<file path="config.mk">
export PLATFORM = sky130hd
export DESIGN_NAME = ccu_top
export DESIGN_NICKNAME = d
export VERILOG_FILES = /design/src/design/ccu_isa_pkg.sv /design/src/design/ccu_cfg_pkg.sv /design/src/design/ccu_sequencer.sv /design/src/design/isa_fetch.sv /design/src/design/isa_decoder.sv /design/src/design/ccu_top.sv
export VERILOG_INCLUDE_DIRS = /design/src /design/src/design
export SDC_FILE = /design/constraint.sdc
export NUM_CORES = 1
export LEC_CHECK = 0
export BUFFER_PORTS_ARGS = -buffer_cell sky130_fd_sc_hd__buf_2
export CORE_MARGIN = 2
export CORE_UTILIZATION = 30
export CTS_CLUSTER_SIZE = 24
export DETAILED_ROUTE_END_ITERATION = 8
export PLACE_DENSITY = 0.58
export REMOVE_ABC_BUFFERS = 1
export SYNTH_ARGS = -nofsm -noshare
export SYNTH_HDL_FRONTEND = slang
export SYNTH_SLANG_ARGS = --single-unit
</file>
<file path="constraint.sdc">
create_clock -name clk -period 6.25 [get_ports clk]
set_input_delay 0.9375 -clock clk [delete_from_list [all_inputs] [get_ports clk]]
set_output_delay 0.9375 -clock clk [all_outputs]
set_load 0.05 [all_outputs]
</file>
<file path="src/design/ccu_consts.svh">
`ifndef CCU_CONSTS_SVH
`define CCU_CONSTS_SVH

// Instruction RAM geometry
`define CCU_ADDR_W      16
`define CCU_ISA_W       128
`define CCU_OPCODE_W    8       // Low bits of every word

// Network control
`define CCU_LAYER_W     20
`define CCU_NUM_TGT     3       // CCU, SYA, POL

// Block lengths in words, per target
`define CCU_WORDS_CCU   1
`define CCU_WORDS_SYA   2
`define CCU_WORDS_POL   2

`endif

</file>
<file path="src/design/ccu_isa_pkg.sv">
`include "ccu_consts.svh"

package ccu_isa_pkg;

    // Opcode in the low byte, equal to the target index
    typedef enum logic [`CCU_OPCODE_W-1:0] {
        OP_CCU = 8'd0,
        OP_SYA = 8'd1,
        OP_POL = 8'd2
    } opcode_e;

    typedef logic [`CCU_ISA_W-1:0]   isa_word_t;
    typedef logic [`CCU_ADDR_W-1:0]  isa_addr_t;
    typedef logic [1:0]              word_idx_t;    // Matched word within a block
    typedef logic [`CCU_LAYER_W-1:0] layer_cnt_t;

    // Field vectors carried in the words
    typedef logic [1:0]  mode_t;
    typedef logic [15:0] idx_t;         // Point count
    typedef logic [11:0] chn_t;         // Input channels
    typedef logic [19:0] qnt_scale_t;   // Requant multiplier
    typedef logic [7:0]  act_t;         // Shift and zero point
    typedef logic [5:0]  knn_k_t;       // Neighbours per point

endpackage

</file>
<file path="src/design/ccu_cfg_pkg.sv">
package ccu_cfg_pkg;

    // Target index, also the opcode of its blocks
    typedef enum logic [1:0] {
        TGT_CCU = 2'd0,
        TGT_SYA = 2'd1,
        TGT_POL = 2'd2
    } tgt_e;

    // Systolic array layer config
    typedef struct packed {
        ccu_isa_pkg::mode_t      mode;
        ccu_isa_pkg::idx_t       nip;
        ccu_isa_pkg::chn_t       chi;
        ccu_isa_pkg::qnt_scale_t scale;
        ccu_isa_pkg::act_t       shift;
        ccu_isa_pkg::act_t       zp;
        ccu_isa_pkg::isa_addr_t  act_base;     // Activation read base
        ccu_isa_pkg::isa_addr_t  wgt_base;     // Weight read base
        ccu_isa_pkg::isa_addr_t  ofm_base;     // Output map write base
    } sya_cfg_t;

    // Pooling core config
    typedef struct packed {
        ccu_isa_pkg::knn_k_t     k;
        ccu_isa_pkg::idx_t       nip;
        ccu_isa_pkg::chn_t       chi;
        ccu_isa_pkg::isa_addr_t  map_base;     // Neighbour map read base
    } pol_cfg_t;

endpackage

</file>
<file path="src/design/ccu_sequencer.sv">
`timescale 1ns/1ps

module ccu_sequencer (
    input  logic                    clk,
    input  logic                    rst_n,
    input  logic                    start_i,
    input  logic                    sya_rdy_i,
    input  logic                    pol_rdy_i,
    input  logic                    cfg_taken_i,
    input  ccu_isa_pkg::layer_cnt_t num_layers_i,
    output logic                    fetch_go_o,
    output ccu_cfg_pkg::tgt_e       grant_o,
    output logic                    net_done_o,
    output logic                    sya_rst_o,
    output logic                    pol_rst_o,
    output logic                    idle_o
);

    import ccu_isa_pkg::*;
    import ccu_cfg_pkg::*;

    typedef enum logic [1:0] {
        ST_IDLE,
        ST_ARB,
        ST_CFG,
        ST_DONE
    } state_e;

    state_e     state_q;
    state_e     state_d;
    logic       ccu_req_q;      // Own layer-count block still pending
    logic       any_req;
    tgt_e       arb_tgt;
    layer_cnt_t sya_cnt_q;
    layer_cnt_t sya_cnt_nxt;
    logic       sya_taken;
    logic       net_fnh;

    //==========================================================================
    // Fixed priority, CCU first, then SYA, then POL
    //==========================================================================
    always_comb begin
        if (ccu_req_q) begin
            arb_tgt = TGT_CCU;
        end else if (sya_rdy_i) begin
            arb_tgt = TGT_SYA;
        end else begin
            arb_tgt = TGT_POL;
        end
    end

    assign any_req = ccu_req_q | sya_rdy_i | pol_rdy_i;

    // Layer count is the number of SYA deliveries
    assign sya_taken   = cfg_taken_i & (grant_o == TGT_SYA);
    assign sya_cnt_nxt = sya_cnt_q + layer_cnt_t'(1);
    assign net_fnh     = sya_taken & (num_layers_i != '0) & (sya_cnt_nxt == num_layers_i);

    //==========================================================================
    // Top FSM
    //==========================================================================
    always_comb begin
        state_d = state_q;
        case (state_q)
            ST_IDLE: if (start_i) state_d = ST_ARB;
            ST_ARB:  if (any_req) state_d = ST_CFG;
            ST_CFG: begin
                if (net_fnh) begin
                    state_d = ST_DONE;
                end else if (cfg_taken_i) begin
                    state_d = ST_ARB;
                end
            end
            ST_DONE: state_d = ST_IDLE;
            default: state_d = ST_IDLE;
        endcase
    end

    always_ff @(posedge clk or negedge rst_n) begin
        if (!rst_n) begin
            state_q <= ST_IDLE;
        end else begin
            state_q <= state_d;
        end
    end

    // Grant latched with a one-cycle go strobe
    always_ff @(posedge clk or negedge rst_n) begin
        if (!rst_n) begin
            grant_o    <= TGT_CCU;
            fetch_go_o <= 1'b0;
        end else begin
            fetch_go_o <= (state_q == ST_ARB) & any_req;
            if ((state_q == ST_ARB) && any_req) begin
                grant_o <= arb_tgt;
            end
        end
    end

    always_ff @(posedge clk or negedge rst_n) begin
        if (!rst_n) begin
            ccu_req_q <= 1'b0;
            sya_cnt_q <= '0;
        end else if (state_q == ST_IDLE) begin
            ccu_req_q <= 1'b1;     // Re-armed for every network
            sya_cnt_q <= '0;
        end else begin
            if (cfg_taken_i && grant_o == TGT_CCU) begin
                ccu_req_q <= 1'b0;
            end
            if (sya_taken) begin
                sya_cnt_q <= sya_cnt_nxt;
            end
        end
    end

    assign net_done_o = (state_q == ST_DONE);
    assign idle_o     = (state_q == ST_IDLE);
    assign sya_rst_o  = idle_o;    // Targets held in reset between networks
    assign pol_rst_o  = idle_o;

endmodule

</file>
<file path="src/design/isa_fetch.sv">
`timescale 1ns/1ps
`include "ccu_consts.svh"

module isa_fetch (
    input  logic                   clk,
    input  logic                   rst_n,
    input  logic                   idle_i,
    input  logic                   fetch_go_i,
    input  ccu_cfg_pkg::tgt_e      grant_i,
    output ccu_isa_pkg::isa_addr_t glb_addr_o,
    output logic                   glb_addr_vld_o,
    input  logic                   glb_addr_rdy_i,
    input  ccu_isa_pkg::isa_word_t glb_dat_i,
    input  logic                   glb_dat_vld_i,
    output logic                   glb_dat_rdy_o,
    output ccu_isa_pkg::isa_word_t word_o,
    output logic                   word_stb_o,
    output ccu_isa_pkg::word_idx_t word_idx_o,
    output logic                   word_last_o
);

    import ccu_isa_pkg::*;

    typedef enum logic [1:0] {
        PH_OFF,
        PH_ADDR,
        PH_DATA
    } phase_e;

    phase_e    phase_q;
    isa_addr_t rd_ptr_q [`CCU_NUM_TGT];
    word_idx_t cnt_q;               // Matched words so far
    word_idx_t blk_len;
    opcode_e   tgt_op;
    logic      addr_hs;
    logic      dat_hs;
    logic      op_match;

    assign tgt_op = opcode_e'(`CCU_OPCODE_W'(grant_i));

    always_comb begin
        case (tgt_op)
            OP_SYA:  blk_len = word_idx_t'(`CCU_WORDS_SYA);
            OP_POL:  blk_len = word_idx_t'(`CCU_WORDS_POL);
            default: blk_len = word_idx_t'(`CCU_WORDS_CCU);
        endcase
    end

    assign addr_hs  = glb_addr_vld_o & glb_addr_rdy_i;
    assign dat_hs   = glb_dat_vld_i & glb_dat_rdy_o;
    assign op_match = (glb_dat_i[`CCU_OPCODE_W-1:0] == tgt_op);

    assign glb_addr_vld_o = (phase_q == PH_ADDR);
    assign glb_dat_rdy_o  = (phase_q == PH_DATA);   // One read outstanding
    assign glb_addr_o     = rd_ptr_q[grant_i];

    assign word_o      = glb_dat_i;
    assign word_stb_o  = dat_hs & op_match;
    assign word_idx_o  = cnt_q;
    assign word_last_o = (cnt_q == blk_len - word_idx_t'(1));

    //==========================================================================
    // Per-target read pointers
    //==========================================================================
    always_ff @(posedge clk or negedge rst_n) begin
        if (!rst_n) begin
            for (int i = 0; i < `CCU_NUM_TGT; i++) begin
                rd_ptr_q[i] <= '0;
            end
        end else if (idle_i) begin
            for (int i = 0; i < `CCU_NUM_TGT; i++) begin
                rd_ptr_q[i] <= '0;
            end
        end else if (addr_hs) begin
            rd_ptr_q[grant_i] <= rd_ptr_q[grant_i] + isa_addr_t'(1);
        end
    end

    // Read phases, foreign words just trigger the next read
    always_ff @(posedge clk or negedge rst_n) begin
        if (!rst_n) begin
            phase_q <= PH_OFF;
            cnt_q   <= '0;
        end else begin
            case (phase_q)
                PH_OFF: begin
                    if (fetch_go_i) begin
                        phase_q <= PH_ADDR;
                        cnt_q   <= '0;
                    end
                end
                PH_ADDR: if (addr_hs) phase_q <= PH_DATA;
                PH_DATA: begin
                    if (dat_hs) begin
                        phase_q <= (op_match && word_last_o) ? PH_OFF : PH_ADDR;
                        if (op_match) begin
                            cnt_q <= cnt_q + word_idx_t'(1);
                        end
                    end
                end
                default: phase_q <= PH_OFF;
            endcase
        end
    end

endmodule

</file>
<file path="src/design/isa_decoder.sv">
`timescale 1ns/1ps
`include "ccu_consts.svh"

module isa_decoder (
    input  logic                    clk,
    input  logic                    rst_n,
    input  ccu_cfg_pkg::tgt_e       grant_i,
    input  ccu_isa_pkg::isa_word_t  word_i,
    input  logic                    word_stb_i,
    input  ccu_isa_pkg::word_idx_t  word_idx_i,
    input  logic                    word_last_i,
    input  logic                    sya_rdy_i,
    input  logic                    pol_rdy_i,
    output ccu_isa_pkg::layer_cnt_t num_layers_o,
    output ccu_cfg_pkg::sya_cfg_t   sya_cfg_o,
    output ccu_cfg_pkg::pol_cfg_t   pol_cfg_o,
    output logic                    sya_cfg_vld_o,
    output logic                    pol_cfg_vld_o,
    output logic                    cfg_taken_o
);

    import ccu_isa_pkg::*;
    import ccu_cfg_pkg::*;

    // Fields packed upward from just above the opcode
    localparam int FLD_LSB     = `CCU_OPCODE_W;
    localparam int SYA_NIP_LSB = FLD_LSB + $bits(mode_t);
    localparam int SYA_CHI_LSB = SYA_NIP_LSB + $bits(idx_t);
    localparam int SYA_SCL_LSB = SYA_CHI_LSB + $bits(chn_t);
    localparam int SYA_SFT_LSB = SYA_SCL_LSB + $bits(qnt_scale_t);
    localparam int SYA_ZP_LSB  = SYA_SFT_LSB + $bits(act_t);
    localparam int SYA_WGT_LSB = FLD_LSB + $bits(isa_addr_t);
    localparam int SYA_OFM_LSB = SYA_WGT_LSB + $bits(isa_addr_t);
    localparam int POL_CHI_LSB = FLD_LSB + $bits(idx_t);
    localparam int POL_MAP_LSB = FLD_LSB + $bits(knn_k_t);

    sya_cfg_t   sya_q;
    pol_cfg_t   pol_q;
    layer_cnt_t layers_q;
    logic       sya_vld_q;
    logic       pol_vld_q;
    logic       ccu_taken_q;
    logic       blk_done;

    assign blk_done = word_stb_i & word_last_i;

    //==========================================================================
    // Field extraction
    //==========================================================================
    always_ff @(posedge clk) begin
        if (word_stb_i) begin
            case (grant_i)
                TGT_SYA: begin
                    if (word_idx_i == word_idx_t'(0)) begin
                        sya_q.mode  <= word_i[FLD_LSB     +: $bits(mode_t)];
                        sya_q.nip   <= word_i[SYA_NIP_LSB +: $bits(idx_t)];
                        sya_q.chi   <= word_i[SYA_CHI_LSB +: $bits(chn_t)];
                        sya_q.scale <= word_i[SYA_SCL_LSB +: $bits(qnt_scale_t)];
                        sya_q.shift <= word_i[SYA_SFT_LSB +: $bits(act_t)];
                        sya_q.zp    <= word_i[SYA_ZP_LSB  +: $bits(act_t)];
                    end else begin
                        sya_q.act_base <= word_i[FLD_LSB     +: $bits(isa_addr_t)];
                        sya_q.wgt_base <= word_i[SYA_WGT_LSB +: $bits(isa_addr_t)];
                        sya_q.ofm_base <= word_i[SYA_OFM_LSB +: $bits(isa_addr_t)];
                    end
                end
                TGT_POL: begin
                    if (word_idx_i == word_idx_t'(0)) begin
                        pol_q.nip <= word_i[FLD_LSB     +: $bits(idx_t)];
                        pol_q.chi <= word_i[POL_CHI_LSB +: $bits(chn_t)];
                    end else begin
                        pol_q.k        <= word_i[FLD_LSB     +: $bits(knn_k_t)];
                        pol_q.map_base <= word_i[POL_MAP_LSB +: $bits(isa_addr_t)];
                    end
                end
                default: ;   // CCU word handled below
            endcase
        end
    end

    // Layer count feeds the finish compare
    always_ff @(posedge clk or negedge rst_n) begin
        if (!rst_n) begin
            layers_q <= '0;
        end else if (word_stb_i && grant_i == TGT_CCU) begin
            layers_q <= word_i[FLD_LSB +: $bits(layer_cnt_t)];
        end
    end

    //==========================================================================
    // Delivery to targets
    //==========================================================================
    always_ff @(posedge clk or negedge rst_n) begin
        if (!rst_n) begin
            sya_vld_q   <= 1'b0;
            pol_vld_q   <= 1'b0;
            ccu_taken_q <= 1'b0;
        end else begin
            ccu_taken_q <= blk_done & (grant_i == TGT_CCU);   // Own ready is implied
            if (sya_vld_q && sya_rdy_i) begin
                sya_vld_q <= 1'b0;
            end else if (blk_done && grant_i == TGT_SYA) begin
                sya_vld_q <= 1'b1;
            end
            if (pol_vld_q && pol_rdy_i) begin
                pol_vld_q <= 1'b0;
            end else if (blk_done && grant_i == TGT_POL) begin
                pol_vld_q <= 1'b1;
            end
        end
    end

    assign cfg_taken_o   = ccu_taken_q | (sya_vld_q & sya_rdy_i) | (pol_vld_q & pol_rdy_i);
    assign num_layers_o  = layers_q;
    assign sya_cfg_o     = sya_q;
    assign pol_cfg_o     = pol_q;
    assign sya_cfg_vld_o = sya_vld_q;
    assign pol_cfg_vld_o = pol_vld_q;

endmodule

</file>
<file path="src/design/ccu_top.sv">
`timescale 1ns/1ps

module ccu_top (
    input  logic                   clk,
    input  logic                   rst_n,
    input  logic                   start_i,
    output ccu_isa_pkg::isa_addr_t glb_addr_o,
    output logic                   glb_addr_vld_o,
    input  logic                   glb_addr_rdy_i,
    input  ccu_isa_pkg::isa_word_t glb_dat_i,
    input  logic                   glb_dat_vld_i,
    output logic                   glb_dat_rdy_o,
    output ccu_cfg_pkg::sya_cfg_t  sya_cfg_o,
    output logic                   sya_cfg_vld_o,
    input  logic                   sya_rdy_i,
    output logic                   sya_rst_o,
    output ccu_cfg_pkg::pol_cfg_t  pol_cfg_o,
    output logic                   pol_cfg_vld_o,
    input  logic                   pol_rdy_i,
    output logic                   pol_rst_o,
    output logic                   net_done_o
);

    import ccu_isa_pkg::*;
    import ccu_cfg_pkg::*;

    logic       fetch_go;
    tgt_e       grant;
    logic       idle;
    logic       cfg_taken;
    layer_cnt_t num_layers;
    isa_word_t  word;
    logic       word_stb;
    word_idx_t  word_idx;
    logic       word_last;

    ccu_sequencer u_sequencer (
        .clk          (clk),
        .rst_n        (rst_n),
        .start_i      (start_i),
        .sya_rdy_i    (sya_rdy_i),
        .pol_rdy_i    (pol_rdy_i),
        .cfg_taken_i  (cfg_taken),
        .num_layers_i (num_layers),
        .fetch_go_o   (fetch_go),
        .grant_o      (grant),
        .net_done_o   (net_done_o),
        .sya_rst_o    (sya_rst_o),
        .pol_rst_o    (pol_rst_o),
        .idle_o       (idle)
    );

    isa_fetch u_fetch (
        .clk            (clk),
        .rst_n          (rst_n),
        .idle_i         (idle),
        .fetch_go_i     (fetch_go),
        .grant_i        (grant),
        .glb_addr_o     (glb_addr_o),
        .glb_addr_vld_o (glb_addr_vld_o),
        .glb_addr_rdy_i (glb_addr_rdy_i),
        .glb_dat_i      (glb_dat_i),
        .glb_dat_vld_i  (glb_dat_vld_i),
        .glb_dat_rdy_o  (glb_dat_rdy_o),
        .word_o         (word),
        .word_stb_o     (word_stb),
        .word_idx_o     (word_idx),
        .word_last_o    (word_last)
    );

    isa_decoder u_decoder (
        .clk           (clk),
        .rst_n         (rst_n),
        .grant_i       (grant),
        .word_i        (word),
        .word_stb_i    (word_stb),
        .word_idx_i    (word_idx),
        .word_last_i   (word_last),
        .sya_rdy_i     (sya_rdy_i),
        .pol_rdy_i     (pol_rdy_i),
        .num_layers_o  (num_layers),
        .sya_cfg_o     (sya_cfg_o),
        .pol_cfg_o     (pol_cfg_o),
        .sya_cfg_vld_o (sya_cfg_vld_o),
        .pol_cfg_vld_o (pol_cfg_vld_o),
        .cfg_taken_o   (cfg_taken)
    );

endmodule

</file>
==> summary.txt <==
Netlist cell types - 62
Worst setup path class - reg2out
Dpl cells - 1393
Clock skew - 40.2 ps
Wire length per cell - 18.0 microns
FFs w/ async S/R, synth - 0.381
Worst setup EP type - primary output
Post-route insts no fill - 1447
Final period utilization - 0.570
Die X-Extent - 191 microns
Post-Syn Area - 10500 sq um
Port buffer count - 267
Unrepaired setup endpoints after global routing - false
Maximum buffer depth of the clock tree - 3
Layout area overhead - 26.7%
Global-route wire length before repair - 38400 microns
Die height - 191 microns
Sequential fraction of the synthesis area - 0.707
Clock-pin slew on the worst setup and hold paths - 60 ps
Setup TNS - 0 ps
Row cnt - 68
R2r setup slk - 3250 ps
Total power - 4130 uW
Prevailing post-synth register cell - edfxtp_1
Crit-path slowest cell - nor2b_4
Vias in the first global route - 6614
Hold-fix buffers, CTS - 0
Worst Hold Slack - 355 ps
Ant. Diodes - 0
Cell Chain, Critical Path - buf_4, nor2b_4, a21oi_1, inv_1, buf_2
Nets@finish - 1110
Pin count of the biggest net entering global routing - 67
Setup-failing EPs final - 0
PostCTS Resize Cnt - 0
Vias - 6738
Final min period - 3560 ps
Clk sink count - 265
Layout cells sized above 1 - 0.375
Number of max-cap violations - 0
Buf+Inv Stages, Crit Path - 3
CTS Root Cell - clkbuf_16
Synthesized area per cell - 15.2 sq um
Max incr delay on CP - 690 ps
Final wirelength - 26000 microns
Leakage - 0.00552 uW
Least-Margin Pin Slew - 1010 ps
Clk_lat worst skew - 570 ps
Worst VDD drop - 218 uV
RD Place Congestion - 0.754
Hold Path Class - in2async
Cell count after synthesis - 692
H-Tree Depth - 1
Slew Limit Fails - 0
Hold Vio Cnt, Final - 0
Top-level port count - 322
F_max - 0.281 GHz
# DRC - 0
Delay-heaviest family, CP - buffers and inverters
Antenna violations before repair - 3
Synth Register Bits - 265
Rel. slew slack - 0.328
EDFF count, synth - 164
Critical Path AT - 2630 ps
Post-DP HPWL - 18000 microns
Number of warnings issued by yosys - 0
CTS Buf Count - 29
CP Launch Type - flop
Gr ovfl total - 0
Critical Path Fanout Max - 21
Post-CTS Setup Bufs - 0
CP required - 5310 ps
Commonest non-fill, non-tap cell in the layout - buf_2
Most frequent cells in the layout - buf_2, edfxtp_1, dfrtp_1, nor2_1, a22o_1
Initial DRC Count - 250
CTS tree - yes
Drt pass-1 iters - 4
Power Dens Cells - 309 nW/um^2
Die ar. - 36700 sq um
Initial cell density of the core - 0.305
Via density - 4.66
Routed Antenna Nets - 0
Placeable core area - 34500 sq um
Tot GR Track Use - 0.137
Status - completed
[worst reg2reg max path, cell delays in order, from the launching register on]
cell       delay [ps]
dfrtp_1           330
buf_4             350
nor2b_4           710
o2bb2ai_1         270
ha_1              300
nand4_2           210
nor4_2            330
xnor2_1           150
a22o_1            240
[path summary, 6_finish.rpt]
path | from | to | cells past startpoint
setup / recovery | u_sequencer.grant_o[0]$_DFFE_PN0P_ | glb_addr_o[13] | 5
hold / removal | rst_n | u_sequencer.sya_cnt_q[7]$_DFFE_PN0P_ | 1
setup reg to reg | u_sequencer.grant_o[0]$_DFFE_PN0P_ | u_fetch.rd_ptr_q[30]$_DFFE_PN0P_ | 8
hold reg to reg | u_fetch.rd_ptr_q[34]$_DFFE_PN0P_ | u_fetch.rd_ptr_q[34]$_DFFE_PN0P_ | 2
max in group asynchronous | rst_n | u_fetch.rd_ptr_q[0]$_DFFE_PN0P_ | 2
min in group clk | u_fetch.rd_ptr_q[34]$_DFFE_PN0P_ | u_fetch.rd_ptr_q[34]$_DFFE_PN0P_ | 2
[flip-flops by register name, indices dropped and copies added, names as in the netlist]
register and flops:
u_decoder.sya_cfg_o 114, u_decoder.pol_cfg_o 50, u_fetch.rd_ptr_q 48, u_decoder.num_layers_o 20
u_sequencer.sya_cnt_q 20, u_fetch.phase_q 2, u_fetch.word_idx_o 2, u_sequencer.grant_o 2
u_sequencer.state_q 2, u_decoder.ccu_taken_q 1, u_decoder.pol_cfg_vld_o 1, u_decoder.sya_cfg_vld_o 1
u_sequencer.ccu_req_q 1, u_sequencer.fetch_go_o 1
[stage by stage]
step	util	setup WS (ps)	area (sq um)
finish	0.387	2690	13400
detailed placement	0.358	2770	12400
global placement	0.358	2750	12400
global route	0.387	2560	13400
floorplan	-	1270	10400
CTS	0.387	2620	13400
[cells in the mapped netlist, drive strengths merged, types with 2 or more instances]
cell type  count  area, sq um
nor4          14          113
xor2          24          210
nand4         13          115
dfrtp        101         2530
clkbuf        16         61.3
inv           11         41.3
o31ai          5         37.5
nand3         17         90.1
edfxtp       164         4920
o21bai         3         22.5
and2           6         37.5
a22o          42          368
nor2b          3         26.3
mux2          21          236
ha             6         75.1
nor3          13         70.1
nor2          47          176
a21oi         15         75.1
xnor2         32          280
or3            4         25.0
o2bb2ai       13          239
buf           12          110
mux2i         17          170
o21ai         17         85.1
and3           5         31.3
nand2         41          154
and4           2         17.5
nand2b         7         43.8
[metal layers]
| layer | global-route usage | vias to the layer above | part of all wire |
|---|---|---|---|
| met4 | 0.0331 | 4 | 0.015 |
| li1 | - | 3153 | - |
| met2 | 0.245 | 227 | 0.50 |
| met3 | 0.0310 | 37 | 0.076 |
| met1 | 0.166 | 3317 | 0.41 |
| met5 | 0 | - | 0.0010 |
[cells by family after synthesis]
group	Yosys count	share of synthesized area
AOI/OAI and AO/OA	110	0.0906
buffers and inverters	39	0.0202
DFF	265	0.707
and+or+nand+nor	178	0.0901
muxes	38	0.0386
adders and majority gates	6	0.00712
xor gates and xnor gates	56	0.0465
[area by class of cell]
type	instances	area [sq um]
Fill cell	3273	21200
Sequential cell	265	7450
Multi-Input combinational cell	388	2920
Timing Repair Buffer	274	1390
Clock buffer	32	737
Tap cell	455	569
Clock inverter	22	253
Inverter	11	41.3
[where the power goes]
part,switching [uW],total [uW],leakage (uW),internal [uW]
Combinational,340,461,0.00218,121
Sequential,28.7,1920,0.00287,1890
Clock,688,1750,0.000471,1060
Total,1060,4130,0.00552,3070
Note: power is estimated with default switching activity, not from simulation.
